`src/verilog/intr_pkg.sv`:
```
package intr_pkg;

	localparam int IRQ_N = 32; // interrupt numbers 0..31
	localparam int MASK_W = 10; // rm groups

	// fixed request numbers
	localparam int IRQ_CPU_HI = 3; // other cpu, high priority
	localparam int IRQ_CHAN0 = 12; // first channel interrupt
	localparam int IRQ_CPU_LO = 29; // other cpu, low priority
	localparam int IRQ_SOFT_HI = 30;
	localparam int IRQ_SOFT_LO = 31;

	typedef logic [0:IRQ_N-1] irq_vec_t; // index = interrupt number, 0 wins
	typedef logic [4:0] irq_num_t;
	typedef logic [0:MASK_W-1] mask_t; // rm, one bit per group
	typedef logic [3:0] grp_t; // group index into rm
	typedef logic [0:15] word_t; // w / rdt / dad, bit 0 is msb
	typedef logic [0:15] user_rz_t; // rz 0..11 and 28..31
	typedef logic [3:0] chan_t; // channel number from rdt[11:14]

	// asynchronous hardware sources, request number in comments
	typedef struct packed {
		logic pout; // 0 power out, never masked
		logic parity; // 1 memory parity error
		logic nomem; // 2 no memory
		logic rpa; // 4 interface power out
		logic timer; // 5
		logic illegal; // 6 illegal instruction
		logic fi0; // 7 fixed point div overflow
		logic fi1; // 8 fp underflow
		logic fi2; // 9 fp overflow
		logic fi3; // 10 div by zero / fp error
		logic oprq; // 28 operator request
	} hw_irq_t;

	// group of each interrupt number
	// number 0 sits in no group, 0 here makes an accept of it clear every group
	function automatic grp_t grp_of(input irq_num_t num);
		case (num) inside
			5'd0: grp_of = 4'd0;
			[5'd1:5'd4]: grp_of = grp_t'(num - 5'd1); // one group each
			[5'd5:5'd11]: grp_of = 4'd4;
			[5'd12:5'd13]: grp_of = 4'd5;
			[5'd14:5'd15]: grp_of = 4'd6;
			[5'd16:5'd21]: grp_of = 4'd7;
			[5'd22:5'd27]: grp_of = 4'd8;
			default: grp_of = 4'd9; // 28..31
		endcase
	endfunction

endpackage
```
`src/verilog/intr_sys.sv`:
```
module intr_sys
	import intr_pkg::*;
#(
	parameter int DOK_DLY_TICKS = 3,
	parameter int DOK_TICKS = 4,
	parameter int VEC_BASE = 64
) (
	input logic clrs,
	input logic rm_reset,
	input hw_irq_t hw,
	input logic mask_wr,
	input logic rz_wr,
	input logic soft_str,
	input logic ir14,
	input logic ir15,
	input logic clm,
	input logic przerw,
	input logic done,
	input logic rin,
	input word_t w,
	input word_t rdt,
	output mask_t rs,
	output user_rz_t bus_rz,
	output logic irq,
	output word_t dad,
	output logic dok
);

	irq_vec_t en; // mask -> request
	irq_vec_t pend; // request -> priority
	irq_vec_t set_ch; // bus -> request
	logic take;
	irq_num_t take_num;

	intr_mask intr_mask_i (
		.clrs(clrs),
		.rm_reset(rm_reset),
		.mask_wr(mask_wr),
		.clm(clm),
		.w(w),
		.take(take),
		.take_num(take_num),
		.rs(rs),
		.en(en)
	);

	intr_req intr_req_i (
		.clrs(clrs),
		.rm_reset(rm_reset),
		.hw(hw),
		.rz_wr(rz_wr),
		.soft_str(soft_str),
		.ir14(ir14),
		.ir15(ir15),
		.clm(clm),
		.w(w),
		.set_ch(set_ch),
		.en(en),
		.take(take),
		.take_num(take_num),
		.pend(pend),
		.bus_rz(bus_rz)
	);

	intr_prio #(
		.VEC_BASE(VEC_BASE)
	) intr_prio_i (
		.clrs(clrs),
		.rm_reset(rm_reset),
		.pend(pend),
		.przerw(przerw),
		.done(done),
		.irq(irq),
		.take(take),
		.take_num(take_num),
		.dad(dad)
	);

	chan_resp #(
		.DOK_DLY_TICKS(DOK_DLY_TICKS),
		.DOK_TICKS(DOK_TICKS)
	) chan_resp_i (
		.clrs(clrs),
		.rm_reset(rm_reset),
		.rin(rin),
		.rdt(rdt),
		.dok(dok),
		.set_ch(set_ch)
	);

endmodule

```
`src/verilog/chan_resp.sv`:
```
module chan_resp
	import intr_pkg::*;
#(
	parameter int DOK_DLY_TICKS = 3, // rin edge to dok rise
	parameter int DOK_TICKS = 4 // dok width
) (
	input logic clrs,
	input logic rm_reset,
	input logic rin, // interrupt report on the bus
	input word_t rdt,
	output logic dok,
	output irq_vec_t set_ch
);

	localparam int CNT_MAX = (DOK_DLY_TICKS > DOK_TICKS) ? DOK_DLY_TICKS : DOK_TICKS;
	localparam int CNT_W = $clog2(CNT_MAX + 1);

	typedef enum logic [1:0] {
		st_idle,
		st_delay, // waiting out DOK_DLY_TICKS
		st_answer // dok high
	} resp_state_t;

	resp_state_t state;
	logic [CNT_W-1:0] cnt; // shared down-counter
	word_t rdt_q; // report captured at rin
	chan_t chan;
	logic first; // first dok cycle

	always_ff @(posedge clrs or posedge rm_reset) begin
		if (rm_reset) begin
			state <= st_idle;
			cnt <= '0;
		end else begin
			case (state)
				st_idle: if (rin) begin
					if (DOK_DLY_TICKS > 1) begin
						state <= st_delay;
						cnt <= CNT_W'(DOK_DLY_TICKS - 2); // idle->delay edge counts as one
					end else begin
						state <= st_answer;
						cnt <= CNT_W'(DOK_TICKS - 1);
					end
				end
				st_delay: if (cnt == '0) begin
					state <= st_answer;
					cnt <= CNT_W'(DOK_TICKS - 1);
				end else begin
					cnt <= cnt - 1'b1;
				end
				st_answer: if (cnt == '0) state <= st_idle; // rin in a busy window is lost
				else cnt <= cnt - 1'b1;
				default: state <= st_idle;
			endcase
		end
	end

	always_ff @(posedge clrs) begin
		if (state == st_idle && rin) rdt_q <= rdt;
	end

	assign dok = (state == st_answer);
	assign first = dok && (cnt == CNT_W'(DOK_TICKS - 1));
	assign chan = rdt_q[11:14];

	// bit 15 clear: channel n -> 12+n, set: other cpu, bit 0 picks 29 or 3
	always_comb begin
		set_ch = '0;
		if (first) begin
			if (!rdt_q[15]) set_ch[IRQ_CHAN0 + int'(chan)] = 1'b1;
			else if (rdt_q[0]) set_ch[IRQ_CPU_LO] = 1'b1;
			else set_ch[IRQ_CPU_HI] = 1'b1;
		end
	end

endmodule

```
`src/verilog/intr_prio.sv`:
```
module intr_prio
	import intr_pkg::*;
#(
	parameter int VEC_BASE = 64 // vector table base
) (
	input logic clrs,
	input logic rm_reset,
	input irq_vec_t pend, // masked requests
	input logic przerw, // cpu takes the interrupt
	input logic done, // return from the current handler
	output logic irq,
	output logic take,
	output irq_num_t take_num,
	output word_t dad
);

	irq_vec_t isv, isv_nxt; // in-service
	irq_vec_t cand; // pending and above everything in service
	logic cand_any;
	irq_num_t win_num; // lowest candidate
	irq_num_t srv_num; // lowest in service, 0 when none

	// priority chain, one in-service bit blocks itself and all after it
	always_comb begin
		logic blk;
		blk = 1'b0;
		for (int n = 0; n < IRQ_N; n++) begin
			blk = blk | isv[n];
			cand[n] = pend[n] & ~blk;
		end
	end

	assign cand_any = |cand;

	// walk down so the lowest number is left
	always_comb begin
		win_num = '0;
		srv_num = '0;
		for (int n = IRQ_N - 1; n >= 0; n--) begin
			if (cand[n]) win_num = irq_num_t'(n);
			if (isv[n]) srv_num = irq_num_t'(n);
		end
	end

	assign take = przerw & irq & cand_any; // cand_any guards a clm in between
	assign take_num = win_num;

	always_comb begin
		isv_nxt = isv;
		if (done) isv_nxt[srv_num] = 1'b0; // innermost handler ends
		if (take) isv_nxt[take_num] = 1'b1;
	end

	always_ff @(posedge clrs or posedge rm_reset) begin
		if (rm_reset) begin
			isv <= '0;
			irq <= 1'b0;
		end else begin
			isv <= isv_nxt;
			irq <= cand_any & ~take; // drop for a cycle after accept
		end
	end

	assign dad = word_t'(VEC_BASE + int'(srv_num)); // base when idle

endmodule

```
`src/verilog/intr_req.sv`:
```
module intr_req
	import intr_pkg::*;
(
	input logic clrs,
	input logic rm_reset,
	input hw_irq_t hw, // async lines
	input logic rz_wr, // software write of rz
	input logic soft_str, // software interrupt strobe
	input logic ir14,
	input logic ir15,
	input logic clm,
	input word_t w,
	input irq_vec_t set_ch, // bus responder, one-cycle pulse
	input irq_vec_t en, // expanded mask
	input logic take,
	input irq_num_t take_num,
	output irq_vec_t pend,
	output user_rz_t bus_rz
);

	hw_irq_t hw_s1, hw_s2; // two-flop sync
	hw_irq_t hw_d; // delayed copy for edge detect
	hw_irq_t hw_rise;
	irq_vec_t hw_set;
	irq_vec_t soft_set;
	irq_vec_t rz, rz_nxt;

	always_ff @(posedge clrs or posedge rm_reset) begin
		if (rm_reset) begin
			hw_s1 <= '0;
			hw_s2 <= '0;
			hw_d <= '0;
		end else begin
			hw_s1 <= hw;
			hw_s2 <= hw_s1;
			hw_d <= hw_s2;
		end
	end

	assign hw_rise = hw_s2 & ~hw_d;

	// place each line at its request number
	always_comb begin
		hw_set = '0;
		hw_set[0] = hw_rise.pout;
		hw_set[1] = hw_rise.parity;
		hw_set[2] = hw_rise.nomem;
		hw_set[4] = hw_rise.rpa;
		hw_set[5] = hw_rise.timer;
		hw_set[6] = hw_rise.illegal;
		hw_set[7] = hw_rise.fi0;
		hw_set[8] = hw_rise.fi1;
		hw_set[9] = hw_rise.fi2;
		hw_set[10] = hw_rise.fi3;
		hw_set[28] = hw_rise.oprq;
	end

	always_comb begin
		soft_set = '0;
		soft_set[IRQ_SOFT_HI] = soft_str & ir14;
		soft_set[IRQ_SOFT_LO] = soft_str & ir15;
	end

	// clears first, then every set on top, so a set wins
	always_comb begin
		rz_nxt = rz;
		if (rz_wr) begin
			rz_nxt[0:11] = w[0:11];
			rz_nxt[28:31] = w[12:15];
		end
		if (soft_str && !ir14 && !ir15) begin
			rz_nxt[IRQ_SOFT_HI] = 1'b0; // bare strobe drops both soft levels
			rz_nxt[IRQ_SOFT_LO] = 1'b0;
		end
		if (take) rz_nxt[take_num] = 1'b0; // accepted, now in service
		if (clm) rz_nxt = '0;
		rz_nxt = rz_nxt | hw_set | soft_set | set_ch;
	end

	always_ff @(posedge clrs or posedge rm_reset) begin
		if (rm_reset) rz <= '0;
		else rz <= rz_nxt;
	end

	assign pend = rz & en;
	assign bus_rz = {rz[0:11], rz[28:31]}; // channel requests stay hidden

endmodule

```
`src/verilog/intr_mask.sv`:
```
module intr_mask
	import intr_pkg::*;
(
	input logic clrs,
	input logic rm_reset,
	input logic mask_wr, // load rm from w
	input logic clm, // master clear
	input word_t w,
	input logic take, // accept strobe from the priority chain
	input irq_num_t take_num,
	output mask_t rs,
	output irq_vec_t en
);

	mask_t rm;
	mask_t clr_grp; // groups dropped on accept
	grp_t take_grp;

	// accepted interrupt masks its own group and everything below it
	always_comb begin
		take_grp = grp_of(take_num);
		for (int g = 0; g < MASK_W; g++) begin
			clr_grp[g] = (g >= take_grp);
		end
	end

	always_ff @(posedge clrs or posedge rm_reset) begin
		if (rm_reset) begin
			rm <= '0;
		end else if (clm) begin
			rm <= '0;
		end else if (mask_wr) begin
			rm <= w[0:MASK_W-1]; // top 10 bits
		end else if (take) begin
			rm <= rm & ~clr_grp;
		end
	end

	assign rs = rm;

	// group bits fanned out per interrupt number
	always_comb begin
		for (int n = 0; n < IRQ_N; n++) begin
			en[n] = rm[grp_of(irq_num_t'(n))];
		end
		en[0] = 1'b1; // power out ignores rm
	end

endmodule

```
`config.mk`:
```
export PLATFORM = sky130hd
export DESIGN_NAME = intr_sys
export DESIGN_NICKNAME = d
export VERILOG_FILES = /design/src/verilog/intr_pkg.sv /design/src/verilog/intr_sys.sv /design/src/verilog/chan_resp.sv /design/src/verilog/intr_prio.sv /design/src/verilog/intr_req.sv /design/src/verilog/intr_mask.sv
export SDC_FILE = /design/constraint.sdc
export NUM_CORES = 1
export LEC_CHECK = 0
export ABC_AREA = 0
export CAP_MARGIN = 20
export CORE_MARGIN = 2
export CORE_UTILIZATION = 45
export DETAILED_ROUTE_END_ITERATION = 16
export DONT_BUFFER_PORTS = 1
export GPL_TIMING_DRIVEN = 0
export PLACE_DENSITY = 0.63
export REMOVE_ABC_BUFFERS = 1
export SYNTH_ARGS = -nofsm -noshare
export SYNTH_HDL_FRONTEND = slang
export SYNTH_SLANG_ARGS = --single-unit
```
`constraint.sdc`:
```
create_clock -name clrs -period 4.7 [get_ports clrs]
set_clock_uncertainty 0.15 [all_clocks]
set_input_delay 0.705 -clock clrs [delete_from_list [all_inputs] [get_ports clrs]]
set_output_delay 0.705 -clock clrs [all_outputs]
set_load 0.005 [all_outputs]
```
# Word level (Yosys, flattened, before mapping)
# Index checks and enable logic that the tools add are counted.
# word_totals
register_bits	129
out_inout_bits	44
# classes
addsub	4
magnitude_cmp	28
eq_ne	7
n_mux	103
bitwise_logic	117
reduce_logical	23
# op_table
op	count
$mux W5	64
$mux W32	5
$and A32 B32 Y32	3
$not A32 Y32	3
$or A32 B32 Y32	3
$and A1 B1 Y1	37
$not A1 Y1	33
$ge A32 B6 Y1 const B	1
$lt A32 B1 Y1 const B	1
$or A32 B2 Y32	1
$reduce_or A32 Y1	1
$or A1 B1 Y1	31
$mux W10	3
$mux W4	7
$mux W25	1
$ge A3 B4 Y1 const A	4
$demux W1 S5	3
$le A5 B4 Y1 const B	3
$logic_and A1 B1 Y1	13
$ge A6 B6 Y1 const B	2
$lt A6 B1 Y1 const B	2
$mux W12	1
$mux W3	4
$not A5 Y6	2
other kinds (32)	54

# Depth between registers and ports, before layout
# depth
word_depth	80
depth_mapped	19

# Hierarchy
# From an unflattened synthesis, not the netlist that was laid out.
# hier_totals
hier_cells	854
area_unflattened_um2	7862.5
# by_module_without_submodules
module	n_inst	cells_each	area_each_um2
intr_prio	1	369	2911.5
intr_req	1	233	2859.0
intr_mask	1	147	1156.1
chan_resp	1	105	935.9

# Least setup slack after synthesis
# No wires, ideal clock.
# synth_timing
kind	flip-flop to flip-flop
from	reg intr_prio_i.isv[29]
to	reg intr_mask_i.rm[7] (netlist: intr_mask_i.rs[7])
t_arrival_ps	3869
setup_slack_ps	603
path_stages_with_launch	18
n_path_buf	2
period_less_slack_ps	4097
path_cell_list	dfrtp_1 or4_1 buf_6 nor4_4 and2_1 buf_6 a311oi_1 o21ai_1 o21a_1 and2_1 inv_1 ha_1 or3_1 a311o_1 o2111ai_2 and4bb_1 o211ai_1 a21oi_1
# synth_via
elab_chain_cells	79
word_cells_on_any_way	158
# synth_rtl
item	line_no	rtl
start, declared	intr_prio.sv:17	irq_vec_t isv, isv_nxt;
start signal, assigned	intr_prio.sv:59	isv <= isv_nxt;
$or A1 B1 Y1 *	intr_prio.sv:28	blk = blk | isv[n];
$or A1 B1 Y1 (29 in a row)	intr_prio.sv:28	
$not A1 Y1	intr_prio.sv:29	cand[n] = pend[n] & ~blk;
$and A1 B1 Y1	intr_prio.sv:29	
$mux W5 (32 in a row)	intr_prio.sv:40	if (cand[n]) win_num = irq_num_t'(n);
$ge A5 B5 Y1 (not written as such) / $le A5 B5 Y1 (equally long branches)	intr_mask.sv:21	take_grp = grp_of(take_num);
$logic_and A1 B1 Y1 (not written as such)	intr_mask.sv:21	
$mux W1	intr_pkg.sv:39	case (num) inside
$mux W4 (6 in a row)	intr_pkg.sv:39	
$ge A2 B4 Y1	intr_mask.sv:23	clr_grp[g] = (g >= take_grp);
$not A10 Y10	intr_mask.sv:35	rm <= rm & ~clr_grp;
$and A10 B10 Y10	intr_mask.sv:35	
$mux W10	intr_mask.sv:34	end else if (take) begin
$mux W10	intr_mask.sv:32	end else if (mask_wr) begin
$mux W10	intr_mask.sv:30	end else if (clm) begin
end signal, assigned	intr_mask.sv:33	rm <= w[0:MASK_W-1];
end signal, assigned	intr_mask.sv:35	
end, declared	intr_mask.sv:15	mask_t rm;
# Mark *: on every way between the ends. The rest lies on a longest branch, timed or not. The select of a mux whose other input is x is not followed.
# A chain may end at the register's enable or synchronous reset.

# Worst setup path in the final report
# layout_timing
from	reg intr_prio_i.isv[29]
to	reg intr_mask_i.rm[3] (netlist: intr_mask_i.rs[3])
# layout_via
elab_chain_cells	79
word_cells_on_any_way	158
# layout_rtl
item	line_no
$or A1 B1 Y1 *	intr_prio.sv:28
$or A1 B1 Y1 (29 in a row)	intr_prio.sv:28
$not A1 Y1	intr_prio.sv:29
$and A1 B1 Y1	intr_prio.sv:29
$mux W5 (32 in a row)	intr_prio.sv:40
$ge A5 B5 Y1 (not written as such) / $le A5 B5 Y1 (equally long branches)	intr_mask.sv:21
$logic_and A1 B1 Y1 (not written as such)	intr_mask.sv:21
$mux W1	intr_pkg.sv:39
$mux W4 (6 in a row)	intr_pkg.sv:39
$ge A3 B4 Y1	intr_mask.sv:23
$not A10 Y10	intr_mask.sv:35
$and A10 B10 Y10	intr_mask.sv:35
$mux W10	intr_mask.sv:34
$mux W10	intr_mask.sv:32
$mux W10	intr_mask.sv:30
# Marked as above.

==> impl_metrics.csv <==
group,metric,value,unit
status,status,"finished, final reports clean",
synth,netlist.area_leader.share,39.30,%
cells_and_area,drive_gt1_share,10.70,%
timing,finalSetupViolations,0,
timing,hold_ws,152.6,ps
synth,syn_inst,805,
timing,rsz0062_at_grt,"no",
floorplan,io_pins,98,
cells_and_area,fin_nets,857,
pwr,p_sw,0.001911,W
global_route,grtUsageTotal,28.13,%
routing,drt_iter0_markers,853,
clock_network,cts.htree.levels,4,
floorplan,die_h,130.4,um
place,gp_congestion,0.9823,
synth,synth_cell_types,82,
synth,ys_seq_elements,119,
worst_hold_path,holdPathStages,0,
cells_and_area,antenna_cells,0,
worst_setup_path,r2r_cells,16,
pwr,clkPwrFrac,30.3,%
worst_setup_path,required,4890,ps
clock_network,insertion_delay,430,ps
synth,yosysWarningCount,0,
routing,wire_per_inst,22.95,um
synth,syn_avg_cell_area,8.937,um^2
worst_setup_path,r2r_start,"intr_prio_i.isv[29]$_DFF_PP0_",
pwr,ir_drop,0.4883,mV
place,pre_cts_slack,-378.3,ps
timing,period_share,95.91,%
floorplan,die_x,130.4,um
floorplan,dieArea,0.01701,mm^2
timing,min_period,4508,ps
synth,synth_edf_count,6,
synth,async_flop_share,94.96,%
worst_setup_path,endpoint_kind,"flip-flop",
routing,wl,23410,um
place,hpwl,17580,um
synth,synth_compound_area_share,23.60,%
synth,ys_seq_area_share,41.81,%
clock_network,clkTransAtPathRegs,60,ps
routing,vias,6486,
synth,synth.area.top_cells,"dfrtp_1, nand2_1, o31ai_1, nor2_1, o21ai_0",
run,drv_cap,0,
worst_setup_path,r2r_end,"intr_mask_i.rs[3]$_DFFE_PP0P_",
floorplan,core-area,0.01577,mm^2
routing,drcViolationCount,0,
worst_setup_path,startpoint,"intr_prio_i.isv[29]$_DFF_PP0_",
clock_network,cts.sinks,119,
cells_and_area,area_delta_synth_final,11.20,%
worst_hold_path,hold_path_startpoint,"hw[10]",
place,port_buffers,0,
pwr,swShare,43.49,%
cells_and_area,finalInstanceArea,0.008000,mm^2
synth,synthFlopType,"dfrtp_1",
synth,synth_top_area_cell,"dfrtp_1",
timing,setup_ws,192.3,ps
place,place_area,0.007213,mm^2
worst_setup_path,startpoint_type,"flip-flop",
global_route,grt_pass1_wl,35880,um
worst_setup_path,crit_arrival,4700,ps
clock_network,cts_made_buffers,17,
timing,slew_headroom,38.49,%
worst_setup_path,cp_max_fo,15,
clock_network,clock_path_buffers,2,
timing,hold_viol,0,
synth,synthMuxAreaShare,2.261,%
clock_network,clockRootBuffer,"clkbuf_16",
synth,synth_fa_ha_area_share,2.087,%
routing,postRouteAntennaNets,0,
timing,worst_pin_slew,920.8,ps
global_route,grt_max_degree,79,
worst_hold_path,hold_path.class,"in2reg",
worst_setup_path,criticalPathCategory,"reg2reg",
synth,synthXorXnorAreaFrac,0,%
worst_setup_path,r2r_slack,190,ps
pwr,p_comb_share,39.8,%
routing,vias_per_cell,6.359,
global_route,grt_overflow,0,
pwr,p_per_area,549.1,mW/mm^2
timing,slew_viol_final,0,
global_route,grt_pass1_vias,6205,
pwr,finalPower,0.004393,W
pwr,p_int,0.002482,W
routing,firstDrtPassIters,5,
synth,synth-simple-area-share,23.57,%
cells_and_area,n_fill_cell,1506,
cells_and_area,fin_util,50.73,%
floorplan,row_count,46,
synth,syn_area,0.007194,mm^2
pwr,p_seq_share,30.0,%
pwr,power.leakage,3.403,nW
worst_hold_path,hold_end,"intr_req_i.hw_s1[10]$_DFF_PP0_",
timing,fmax,221.8,MHz
synth,synth_top_family_by_area,"compound AO/OA/AOI/OAI gates",
global_route,grt_antenna_before_repair,0,
clock_network,cts_tree,"yes",
floorplan,start_util,45.62,%
## cell usage after synthesis (12+ instances only)
master / instances
nor2_1: 69
buf_4: 27
nor4_1: 13
o31ai_1: 39
o21ai_0: 49
dfrtp_1: 113
clkbuf_1: 28
nor3_1: 17
ha_1: 12
inv_1: 37
nand3_1: 32
mux2i_1: 14
nand2_1: 79
a21oi_1: 38
nor2b_1: 27
## flip-flops by register name (all words and copies together) (netlist names)
| name | flops |
|---|---|
| chan_resp_i.cnt | 3 |
| intr_prio_i.irq | 1 |
| intr_req_i.hw_s1 | 11 |
| intr_req_i.hw_s2 | 11 |
| intr_req_i.hw_d | 11 |
| chan_resp_i.state | 2 |
| intr_mask_i.rs | 10 |
| intr_req_i.rz | 32 |
| intr_prio_i.isv | 32 |
| chan_resp_i.rdt_q | 6 |
## cell type report
type / count / area (um^2) / area share [%]
inverter: 38 / 147.6 / 1.845
tap: 216 / 270.3 / 3.378
clock inverter: 15 / 172.7 / 2.158
sequential: 119 / 3012 / 37.64
clock buffer: 17 / 425.4 / 5.317
timing repair buffer: 15 / 132.6 / 1.658
multi-input combinational: 600 / 3840 / 48.00
## how the worst max path moves through the flow
stage                                          endpoint  cells after the start
after floorplan           intr_mask_i.rs[7]$_DFFE_PP0P_                     15
after global placement    intr_prio_i.isv[24]$_DFF_PP0_                      1
after detailed placement  intr_mask_i.rs[3]$_DFFE_PP0P_                     15
after CTS                 intr_mask_i.rs[3]$_DFFE_PP0P_                     15
after global routing      intr_mask_i.rs[3]$_DFFE_PP0P_                     16
final                     intr_mask_i.rs[3]$_DFFE_PP0P_                     16
## power by group through the flow
stage,clock [W],combinational (W),sequential (W)
global placement,0,0.00149,0.00131
finish,0.00133,0.00175,0.00132
CTS,0.00134,0.00157,0.00130
global route,0.00139,0.00189,0.00133
detailed placement,0,0.00154,0.00132
floorplan,0,0.00109,0.00126
## per-stage QoR
stage / std cells / TNS (ps)
6_report: 1020 / 0
5_1_grt: 1020 / 0
4_1_cts: 1009 / 0
3_5_place_dp: 976 / -1846
3_3_place_gp: 973 / -43070
2_1_floorplan: 757 / 0
## layout by cell type, fill, tap and decap left out, drive strengths merged, types with 5 or more instances in the layout
cell and instances:
a221o 6, o21ai 52, or4 10, a21o 9
and2 9, ha 12, edfxtp 6, o22ai 6
nor3b 5, buf 14, nand4 7, a31oi 6
o211ai 11, o31ai 39, and3 7, nand2b 10
a32o 8, nand3b 5, a21oi 38, mux2i 14
or2 7, nand3 32, conb 11, nor4 17
dfrtp 113, inv 48, a211oi 8, o21bai 7
nor2b 27, clkbuf 17, nand2 79, nor3 18
nor2 70
## repair_timing
item / 4_1_cts / 5_1_grt
endpoints found under the hold margin: 35 / 0
setup endpoints to repair: 7 / 8
hold buffers: 1 / 0
buffers inserted: 0 / 11
pin swaps: 1 / 6
gates resized for setup: 8 / 12
## per-layer routing
layer / vias to the layer above / share of wire [%] / track usage (%) / wire length, um
li1: 2930 / - / - / -
met1: 3231 / 42 / 38.66 / 9948
met2: 283 / 47 / 45.03 / 11070
met3: 42 / 8.4 / 6.922 / 1978
met4: 0 / 1.8 / 7.322 / 417
met5: - / 0 / 0 / 0
## worst max-delay path: stages (launching register included)
cell and delay, ps:
dfrtp_2 480, or4_4 620, nor4_4 290, buf_4 180, and2_2 240, a311oi_1 110, o21ai_1 240, o21a_1 180
and2_1 190, inv_1 110, ha_4 240, or3_1 380, a311o_1 340, o2111ai_2 110, and4bb_2 310, nor2_1 60
o22ai_1 170
## cell families (layout without fill, tap and decap cells)
| kind of cell | Yosys count | after routing |
|---|---|---|
| DFF | 119 | 119 |
| buffers and inverters | 95 | 85 |
| muxes | 16 | 16 |
| other | 2 | 11 |
| and+or+nand+nor | 321 | 321 |
| AOI/OAI and AO/OA | 240 | 240 |
| adders and majority gates | 12 | 12 |
Note: power is estimated with default switching activity, not from simulation.
